==> src/hw/mips_dec_params.svh <==
// MIPS decoder parameters
`ifndef MIPS_DEC_PARAMS_SVH
`define MIPS_DEC_PARAMS_SVH

// ----------------------------------------------------------------------
// Field widths
// ----------------------------------------------------------------------
`define MIPS_OPCODE_W 6
`define MIPS_FUNCT_W 6
`define MIPS_ALU_OP_W 4
`define MIPS_CTRL_W 8
`define MIPS_WORD_W 32

// ----------------------------------------------------------------------
// Opcode bit positions used for classification
// ----------------------------------------------------------------------
// Load or store group
`define MIPS_OP_MEM_BIT 5
// Store inside the memory group, immediate group otherwise
`define MIPS_OP_IMM_BIT 3
// Branch group
`define MIPS_OP_BR_BIT 2

// Funct bit splitting shifts from the ALU functions
`define MIPS_FN_ALU_BIT 5

// PC-path bits in the control word
`define MIPS_CTRL_JORF 7
`define MIPS_CTRL_CTRL 6

`endif
==> src/hw/mips_dec_pkg.sv <==
// MIPS decoder types
`include "mips_dec_params.svh"

package mips_dec_pkg;

	// ----------------------------------------------------------------------
	// ALU operation, encoded as the ALU expects it
	// ----------------------------------------------------------------------
	typedef enum logic [`MIPS_ALU_OP_W-1:0] {
		ADD  = 4'd0,
		SUB  = 4'd1,
		AND  = 4'd2,
		OR   = 4'd3,
		XOR  = 4'd4,
		L_SH = 4'd5,
		R_SH = 4'd6,
		NOR  = 4'd8,
		COMP = 4'd11
	} alu_op_t;

	// Instruction classes, in decode priority order
	typedef enum logic [2:0] {
		CLS_MEM,
		CLS_IMM,
		CLS_BRANCH,
		CLS_SPECIAL,
		CLS_JUMP
	} instr_class_t;

	// Immediate sub-opcode, opcode bits 2..0
	typedef enum logic [2:0] {
		ADDI  = 3'b000,
		ADDIU = 3'b001,
		SLTI  = 3'b010,
		SLTIU = 3'b011,
		ANDI  = 3'b100,
		ORI   = 3'b101,
		XORI  = 3'b110,
		LUI   = 3'b111
	} imm_op_t;

	// Branch condition, opcode bits 1..0
	typedef enum logic [1:0] {
		BEQ  = 2'b00,
		BNE  = 2'b01,
		BLEZ = 2'b10,
		BGTZ = 2'b11
	} branch_cond_t;

endpackage

==> src/hw/decoder_mips.sv <==
// MIPS instruction decoder top
`include "mips_dec_params.svh"

module decoder_mips (
	input  logic                      clk,
	input  logic                      rst_n,
	input  logic [`MIPS_OPCODE_W-1:0] opcode,
	input  logic [`MIPS_FUNCT_W-1:0]  funct,
	input  logic                      equalrsrt,
	input  logic                      rsmaior,
	input  logic                      rsmrt,
	output logic [`MIPS_CTRL_W-1:0]   ctrol,
	output mips_dec_pkg::alu_op_t     outsaida,
	output logic [`MIPS_WORD_W-1:0]   rt,
	output logic                      slt_mux,
	output logic                      zero_ext
);

	// Decode stage results
	mips_dec_pkg::instr_class_t instr_class;
	mips_dec_pkg::alu_op_t      alu_op;
	logic rori;
	logic instype;
	logic reoral;
	logic ref_w_ena;
	logic d_mem_wena;
	logic dec_slt_mux;
	logic dec_zero_ext;
	// Comparator results
	logic cond_met;
	logic slt_bit;

	// ----------------------------------------------------------------------
	// Decode stage
	// ----------------------------------------------------------------------
	op_decode u_op_decode (
		.clk         (clk),
		.opcode      (opcode),
		.funct       (funct),
		.instr_class (instr_class),
		.alu_op      (alu_op),
		.rori        (rori),
		.instype     (instype),
		.reoral      (reoral),
		.ref_w_ena   (ref_w_ena),
		.d_mem_wena  (d_mem_wena),
		.slt_mux     (dec_slt_mux),
		.zero_ext    (dec_zero_ext)
	);

	compare_eval u_compare_eval (
		.opcode    (opcode),
		.equalrsrt (equalrsrt),
		.rsmaior   (rsmaior),
		.rsmrt     (rsmrt),
		.cond_met  (cond_met),
		.slt_bit   (slt_bit)
	);

	// Stage register toward execute
	ctrl_merge u_ctrl_merge (
		.clk         (clk),
		.rst_n       (rst_n),
		.instr_class (instr_class),
		.alu_op      (alu_op),
		.rori        (rori),
		.instype     (instype),
		.reoral      (reoral),
		.ref_w_ena   (ref_w_ena),
		.d_mem_wena  (d_mem_wena),
		.slt_mux_in  (dec_slt_mux),
		.zero_ext_in (dec_zero_ext),
		.cond_met    (cond_met),
		.slt_bit     (slt_bit),
		.ctrol       (ctrol),
		.outsaida    (outsaida),
		.rt          (rt),
		.slt_mux     (slt_mux),
		.zero_ext    (zero_ext)
	);

endmodule

==> src/hw/ctrl_merge.sv <==
// Control merge and decode register
`include "mips_dec_params.svh"

module ctrl_merge (
	input  logic                            clk,
	input  logic                            rst_n,
	input  mips_dec_pkg::instr_class_t      instr_class,
	input  mips_dec_pkg::alu_op_t           alu_op,
	input  logic                            rori,
	input  logic                            instype,
	input  logic                            reoral,
	input  logic                            ref_w_ena,
	input  logic                            d_mem_wena,
	input  logic                            slt_mux_in,
	input  logic                            zero_ext_in,
	input  logic                            cond_met,
	input  logic                            slt_bit,
	output logic [`MIPS_CTRL_W-1:0]         ctrol,
	output mips_dec_pkg::alu_op_t           outsaida,
	output logic [`MIPS_WORD_W-1:0]         rt,
	output logic                            slt_mux,
	output logic                            zero_ext
);

	logic                    jorf;
	logic                    ctrl;
	logic                    addorn;
	logic [`MIPS_CTRL_W-1:0] ctrol_d;
	logic [`MIPS_WORD_W-1:0] rt_d;

	// ----------------------------------------------------------------------
	// PC path
	// ----------------------------------------------------------------------
	// Branch outcome only counts for the branch class
	assign jorf   = (instr_class == mips_dec_pkg::CLS_JUMP) ||
	                ((instr_class == mips_dec_pkg::CLS_BRANCH) && cond_met);
	assign ctrl   = (instr_class == mips_dec_pkg::CLS_JUMP);
	assign addorn = (instr_class == mips_dec_pkg::CLS_SPECIAL);

	// Control word, jorf in the MSB
	assign ctrol_d = {jorf, ctrl, addorn, rori, instype, reoral, ref_w_ena, d_mem_wena};

	// SLT result zero-extended to a word
	assign rt_d = slt_mux_in ? {{(`MIPS_WORD_W-1){1'b0}}, slt_bit} : '0;

	// ----------------------------------------------------------------------
	// Decode to execute register
	// ----------------------------------------------------------------------
	always_ff @(posedge clk or negedge rst_n) begin
		if (!rst_n) begin
			ctrol    <= '0;
			outsaida <= mips_dec_pkg::ADD;
			rt       <= '0;
			slt_mux  <= 1'b0;
			zero_ext <= 1'b0;
		end else begin
			ctrol    <= ctrol_d;
			outsaida <= alu_op;
			rt       <= rt_d;
			slt_mux  <= slt_mux_in;
			zero_ext <= zero_ext_in;
		end
	end

	// Jump select only together with a taken PC change
	a_ctrl_jorf: assert property (@(posedge clk) disable iff (!rst_n)
		ctrol[`MIPS_CTRL_CTRL] |-> ctrol[`MIPS_CTRL_JORF]);

endmodule

==> src/hw/compare_eval.sv <==
// Branch condition evaluation
`include "mips_dec_params.svh"

module compare_eval (
	input  logic [`MIPS_OPCODE_W-1:0] opcode,
	input  logic                      equalrsrt,
	input  logic                      rsmaior,
	input  logic                      rsmrt,
	output logic                      cond_met,
	output logic                      slt_bit
);

	// ----------------------------------------------------------------------
	// Condition select
	// ----------------------------------------------------------------------
	mips_dec_pkg::branch_cond_t cond;

	// Low opcode bits pick the condition
	assign cond = mips_dec_pkg::branch_cond_t'(opcode[1:0]);

	// Evaluated for every opcode, gated later by class
	always_comb begin
		case (cond)
			mips_dec_pkg::BEQ:
				cond_met = equalrsrt;
			mips_dec_pkg::BNE:
				cond_met = !equalrsrt;
			mips_dec_pkg::BLEZ:
				// Equal or rs below
				cond_met = equalrsrt || rsmrt;
			default:
				// BGTZ, strictly above
				cond_met = !equalrsrt && !rsmrt;
		endcase
	end

	// ----------------------------------------------------------------------
	// Set-less-than
	// ----------------------------------------------------------------------
	// rs not greater means set
	assign slt_bit = !rsmaior;

endmodule

==> src/hw/op_decode.sv <==
// Opcode and funct decode
`include "mips_dec_params.svh"

module op_decode (
	input  logic                            clk,
	input  logic [`MIPS_OPCODE_W-1:0]       opcode,
	input  logic [`MIPS_FUNCT_W-1:0]        funct,
	output mips_dec_pkg::instr_class_t      instr_class,
	output mips_dec_pkg::alu_op_t           alu_op,
	output logic                            rori,
	output logic                            instype,
	output logic                            reoral,
	output logic                            ref_w_ena,
	output logic                            d_mem_wena,
	output logic                            slt_mux,
	output logic                            zero_ext
);

	// ----------------------------------------------------------------------
	// Class selection
	// ----------------------------------------------------------------------
	// Priority follows the bit tests, first hit wins
	always_comb begin
		if (opcode[`MIPS_OP_MEM_BIT])
			instr_class = mips_dec_pkg::CLS_MEM;
		else if (opcode[`MIPS_OP_IMM_BIT])
			instr_class = mips_dec_pkg::CLS_IMM;
		else if (opcode[`MIPS_OP_BR_BIT])
			instr_class = mips_dec_pkg::CLS_BRANCH;
		else if (opcode[1:0] == 2'b00)
			instr_class = mips_dec_pkg::CLS_SPECIAL;
		else
			// J, JAL and anything left over
			instr_class = mips_dec_pkg::CLS_JUMP;
	end

	// ----------------------------------------------------------------------
	// Datapath controls per class
	// ----------------------------------------------------------------------
	always_comb begin
		// Everything off unless the class says otherwise
		alu_op     = mips_dec_pkg::ADD;
		rori       = 1'b0;
		instype    = 1'b0;
		reoral     = 1'b0;
		ref_w_ena  = 1'b0;
		d_mem_wena = 1'b0;
		slt_mux    = 1'b0;
		zero_ext   = 1'b0;

		case (instr_class)
			mips_dec_pkg::CLS_MEM: begin
				// Address always rs + imm
				if (opcode[`MIPS_OP_IMM_BIT]) begin
					// SW
					d_mem_wena = 1'b1;
				end else begin
					// LW, result into rt
					instype   = 1'b1;
					ref_w_ena = 1'b1;
				end
			end

			mips_dec_pkg::CLS_IMM: begin
				// Common to all immediates, rt destination and ALU writeback
				instype   = 1'b1;
				reoral    = 1'b1;
				ref_w_ena = 1'b1;
				case (mips_dec_pkg::imm_op_t'(opcode[2:0]))
					mips_dec_pkg::ANDI: begin
						alu_op   = mips_dec_pkg::AND;
						zero_ext = 1'b1;
					end
					mips_dec_pkg::ORI: begin
						alu_op   = mips_dec_pkg::OR;
						zero_ext = 1'b1;
					end
					mips_dec_pkg::XORI: begin
						alu_op   = mips_dec_pkg::XOR;
						zero_ext = 1'b1;
					end
					// Result comes from the comparator, not the ALU
					mips_dec_pkg::SLTI,
					mips_dec_pkg::SLTIU:
						slt_mux = 1'b1;
					// ADDI, ADDIU and LUI all add
					default:
						alu_op = mips_dec_pkg::ADD;
				endcase
			end

			mips_dec_pkg::CLS_BRANCH: begin
				// Compare rs against rt
				rori    = 1'b1;
				alu_op  = mips_dec_pkg::COMP;
				instype = 1'b1;
				reoral  = 1'b1;
			end

			mips_dec_pkg::CLS_SPECIAL: begin
				// R-type, rd destination
				rori      = 1'b1;
				reoral    = 1'b1;
				ref_w_ena = 1'b1;
				if (!funct[`MIPS_FN_ALU_BIT]) begin
					// Shift sub-decode
					case (funct[1:0])
						2'b00:   alu_op = mips_dec_pkg::L_SH;
						2'b10:   alu_op = mips_dec_pkg::R_SH;
						// SRA and the rest fall back to ADD
						default: alu_op = mips_dec_pkg::ADD;
					endcase
				end else begin
					case (funct[2:0])
						3'd0, 3'd1: alu_op = mips_dec_pkg::ADD;
						3'd2, 3'd3: alu_op = mips_dec_pkg::SUB;
						3'd4:       alu_op = mips_dec_pkg::AND;
						3'd5:       alu_op = mips_dec_pkg::OR;
						3'd6:       alu_op = mips_dec_pkg::XOR;
						default:    alu_op = mips_dec_pkg::NOR;
					endcase
				end
			end

			// Jumps leave the datapath idle
			default: alu_op = mips_dec_pkg::ADD;
		endcase
	end

	// Register file and data memory never written by the same instruction
	a_wr_excl: assert property (@(posedge clk)
		!(ref_w_ena === 1'b1 && d_mem_wena === 1'b1));

endmodule

==> config.mk <==
export PLATFORM = sky130hd
export DESIGN_NAME = decoder_mips
export DESIGN_NICKNAME = d
export VERILOG_FILES = /design/src/hw/mips_dec_pkg.sv /design/src/hw/decoder_mips.sv /design/src/hw/ctrl_merge.sv /design/src/hw/compare_eval.sv /design/src/hw/op_decode.sv
export VERILOG_INCLUDE_DIRS = /design/src /design/src/hw
export SDC_FILE = /design/constraint.sdc
export NUM_CORES = 1
export LEC_CHECK = 0
export ABC_AREA = 1
export BUFFER_PORTS_ARGS = -buffer_cell sky130_fd_sc_hd__buf_4
export CAP_MARGIN = 5
export CORE_ASPECT_RATIO = 0.7
export CORE_MARGIN = 2
export CORE_UTILIZATION = 43
export CTS_CLUSTER_SIZE = 14
export DETAILED_ROUTE_END_ITERATION = 7
export GPL_ROUTABILITY_DRIVEN = 1
export GPL_TIMING_DRIVEN = 0
export PLACE_DENSITY = 0.83
export RECOVER_POWER = 100
export SYNTH_ARGS = -nofsm -noshare
export SYNTH_HDL_FRONTEND = slang
export SYNTH_SLANG_ARGS = --single-unit
==> constraint.sdc <==
create_clock -name clk -period 1.05 [get_ports clk]
set_input_delay 0.1575 -clock clk [delete_from_list [all_inputs] [get_ports clk]]
set_output_delay 0.1575 -clock clk [all_outputs]
set_load 0.01 [all_outputs]
==> impl_metrics.py <==
metrics = {
    "final_layout": {
        "postLayoutCoreUtil": 0.619,
        "synthToLayoutAreaGrowth_pct": 30.9,
        "multi_input_area_um2": 335,
        "finish.instance_area_um2": 1200,
        "stdcell_count": 186,
        "seq_area_um2": 375,
        "drive_gt1_frac": 0.311,
        "fin_nets": 182,
        "nFillCells": 188,
        "diodes": 0,
        "layout_common_cells": "42 x buf_4, 31 x conb_1, 16 x clkbuf_1, 15 x dfrtp_1, 13 x nand2_1",
        "layout_commonest_cell": "buf_4",
    },
    "timing": {
        "fin_crit_ps": 933,
        "fin_ws_ps": 117,
        "whs_ps": 30.6,
        "grt_setup_unrepaired": "false",
        "tns_ps": 0,
        "hold_viol_final": 0,
        "period_share": 0.888,
        "clock.fmax_mhz": 1070,
        "setup_viol": 0,
        "drv_slew": 0,
    },
    "route": {
        "drt-wirelength-per-cell_um": 9.35,
        "vias": 731,
        "viasPerCell": 3.93,
        "drt_iter0_drc": 15,
        "wirelength_mm": 1.74,
        "dr.pass1.iters": 5,
        "drc": 0,
        "ant_nets": 0,
    },
    "global_route": {
        "track_usage": 0.145,
        "grt_max_degree": 16,
        "grt.overflow.total": 0,
        "grt_first_pass_wirelength_mm": 2.82,
        "antenna_found_initial": 0,
        "grt_pass1_vias": 695,
    },
    "worst_setup_path": {
        "critPathSlowestCell": "dfrtp_1",
        "worstPathRequired_ps": 890,
        "critPathTopFamily": "flip-flops",
        "crit_chain": "clkbuf_1",
        "cp.arrival_ps": 780,
        "critPathKind": "flip-flop to output port",
        "endpoint_kind": "output port",
        "cp_max_fo": 1,
        "critPathLaunchType": "flip-flop",
        "slowest_delay_ps": 370,
        "worst-path-buf-inv": 1,
        "path_depth": 1,
    },
    "placement": {
        "io_buffers": 27,
        "place_inst": 181,
        "placed_area_um2": 1260,
        "hpwlAfterDp_mm": 1.48,
        "gp_congestion": 0.814,
        "dpl_worst_slack_ps": 139,
    },
    "floorplanning": {
        "die_h_um": 42.6,
        "initial_utilization": 0.473,
        "ios": 63,
        "die_x_um": 59.1,
        "rows": 13,
        "fp.dieArea_um2": 2520,
        "core_um2": 1940,
    },
    "power": {
        "p_int_mw": 0.887,
        "combPwrFrac": 0.255,
        "p_per_area_nw_per_um2": 1030,
        "leakage_nw": 0.714,
        "power.share.clock": 0.251,
        "power_frac_seq": 0.493,
        "ir_worst_vdd_v": 0.000357,
        "power.total_mw": 1.24,
        "switching_share": 0.283,
        "p_sw_mw": 0.350,
    },
    "clock_network": {
        "cts_tree": "built",
        "cts_sinks": 15,
        "cts.path.max_buffers": 2,
        "clk_pin_slew_ps": 90,
        "postCtsSetupRepairBufs": 0,
        "cts.htree.levels": 1,
        "numCtsBuffers": 3,
        "clk_root_buffer_cell": "clkbuf_4",
    },
    "flow_run": {
        "drv_cap": 0,
    },
    "synthesis": {
        "ys_ff_latch": 15,
        "ys_warn_count": 0,
        "ys_types": 20,
        "syn_area_um2": 915,
        "avgSynthCellArea_um2": 8.97,
        "ys_seq_area_frac": 0.410,
        "synth_cells": 102,
    },
    "status": {
        "status": "finished, final reports clean",
    },
    "worst_hold_path": {
        "hold_depth": 2,
        "hp-class": "primary input to flip-flop",
    },
}
==> cell usage after synthesis <==
cell      number  area share
inv_1          8       0.033
conb_1         1      0.0041
o211ai_1       1      0.0082
o21ai_0        2       0.011
nor4_2         1       0.014
buf_4         32        0.26
nand3_1        5       0.027
o21ai_1        2       0.011
nand4_1        3       0.021
nor2_1         5       0.021
nor2_8         1       0.022
nand2_1       13       0.053
o21bai_1       1      0.0082
a21oi_1        3       0.016
dfrtp_1       15        0.41
nand2_4        1       0.012
nor2_2         1      0.0068
inv_2          3       0.012
nor3_2         2       0.022
nor2_4         2       0.025
==> per-layer routing <==
metal	part of all wire	vias to the layer above	global-route usage
li1	-	382	-
met1	0.40	304	0.176
met2	0.49	45	0.251
met3	0.11	0	0.0370
met4	0	0	0.0409
met5	0	-	0
==> sequential cells by signal, indices dropped and copies added, names as in the netlist <==
register,cells
u_ctrl_merge.ctrol,8
u_ctrl_merge.outsaida,4
u_ctrl_merge.rt,1
u_ctrl_merge.slt_mux,1
u_ctrl_merge.zero_ext,1
==> kinds of logic (layout without fill, tap and decap cells) <==
family | after synthesis | count (layout) | share of synthesized area
other cells | 1 | 31 | 0.00410
flops | 15 | 15 | 0.410
buf+inv | 43 | 75 | 0.308
simple gates | 34 | 34 | 0.223
compound gates | 9 | 9 | 0.0547
==> cell type report <==
cell class	count	area share
plain buffers	32	0.201
clock buffers	3	0.0188
clock inverters	1	0.00418
inverters	11	0.0345
multi-input cells	74	0.280
flip-flops and latches	15	0.313
well taps	22	0.0230
repair buffers	28	0.125
==> power by group through the flow <==
stage	Combinational (mW)	Sequential (mW)	Clock, mW
floorplan	0.210	0.638	0
global placement	0.336	0.622	0
detailed placement	0.343	0.623	0
CTS	0.346	0.611	0.329
global route	0.348	0.613	0.361
finish	0.316	0.610	0.311
==> repair_timing <==
action                                 CTS  global route
endpoints found under the hold margin   15             0
resized for setup                        0             0
hold buffers                             1             0
==> path summary, 6_finish.rpt <==
check                      slack [ps]               start                    end
min in group asynchronous         320               rst_n  u_ctrl_merge.ctrol[0]
max in group asynchronous         460               rst_n  u_ctrl_merge.zero_ext
setup / recovery                  120  u_ctrl_merge.rt[0]                  rt[0]
hold / removal                     30             rsmaior     u_ctrl_merge.rt[0]
No activity file was read; power rests on OpenSTA's default activity.
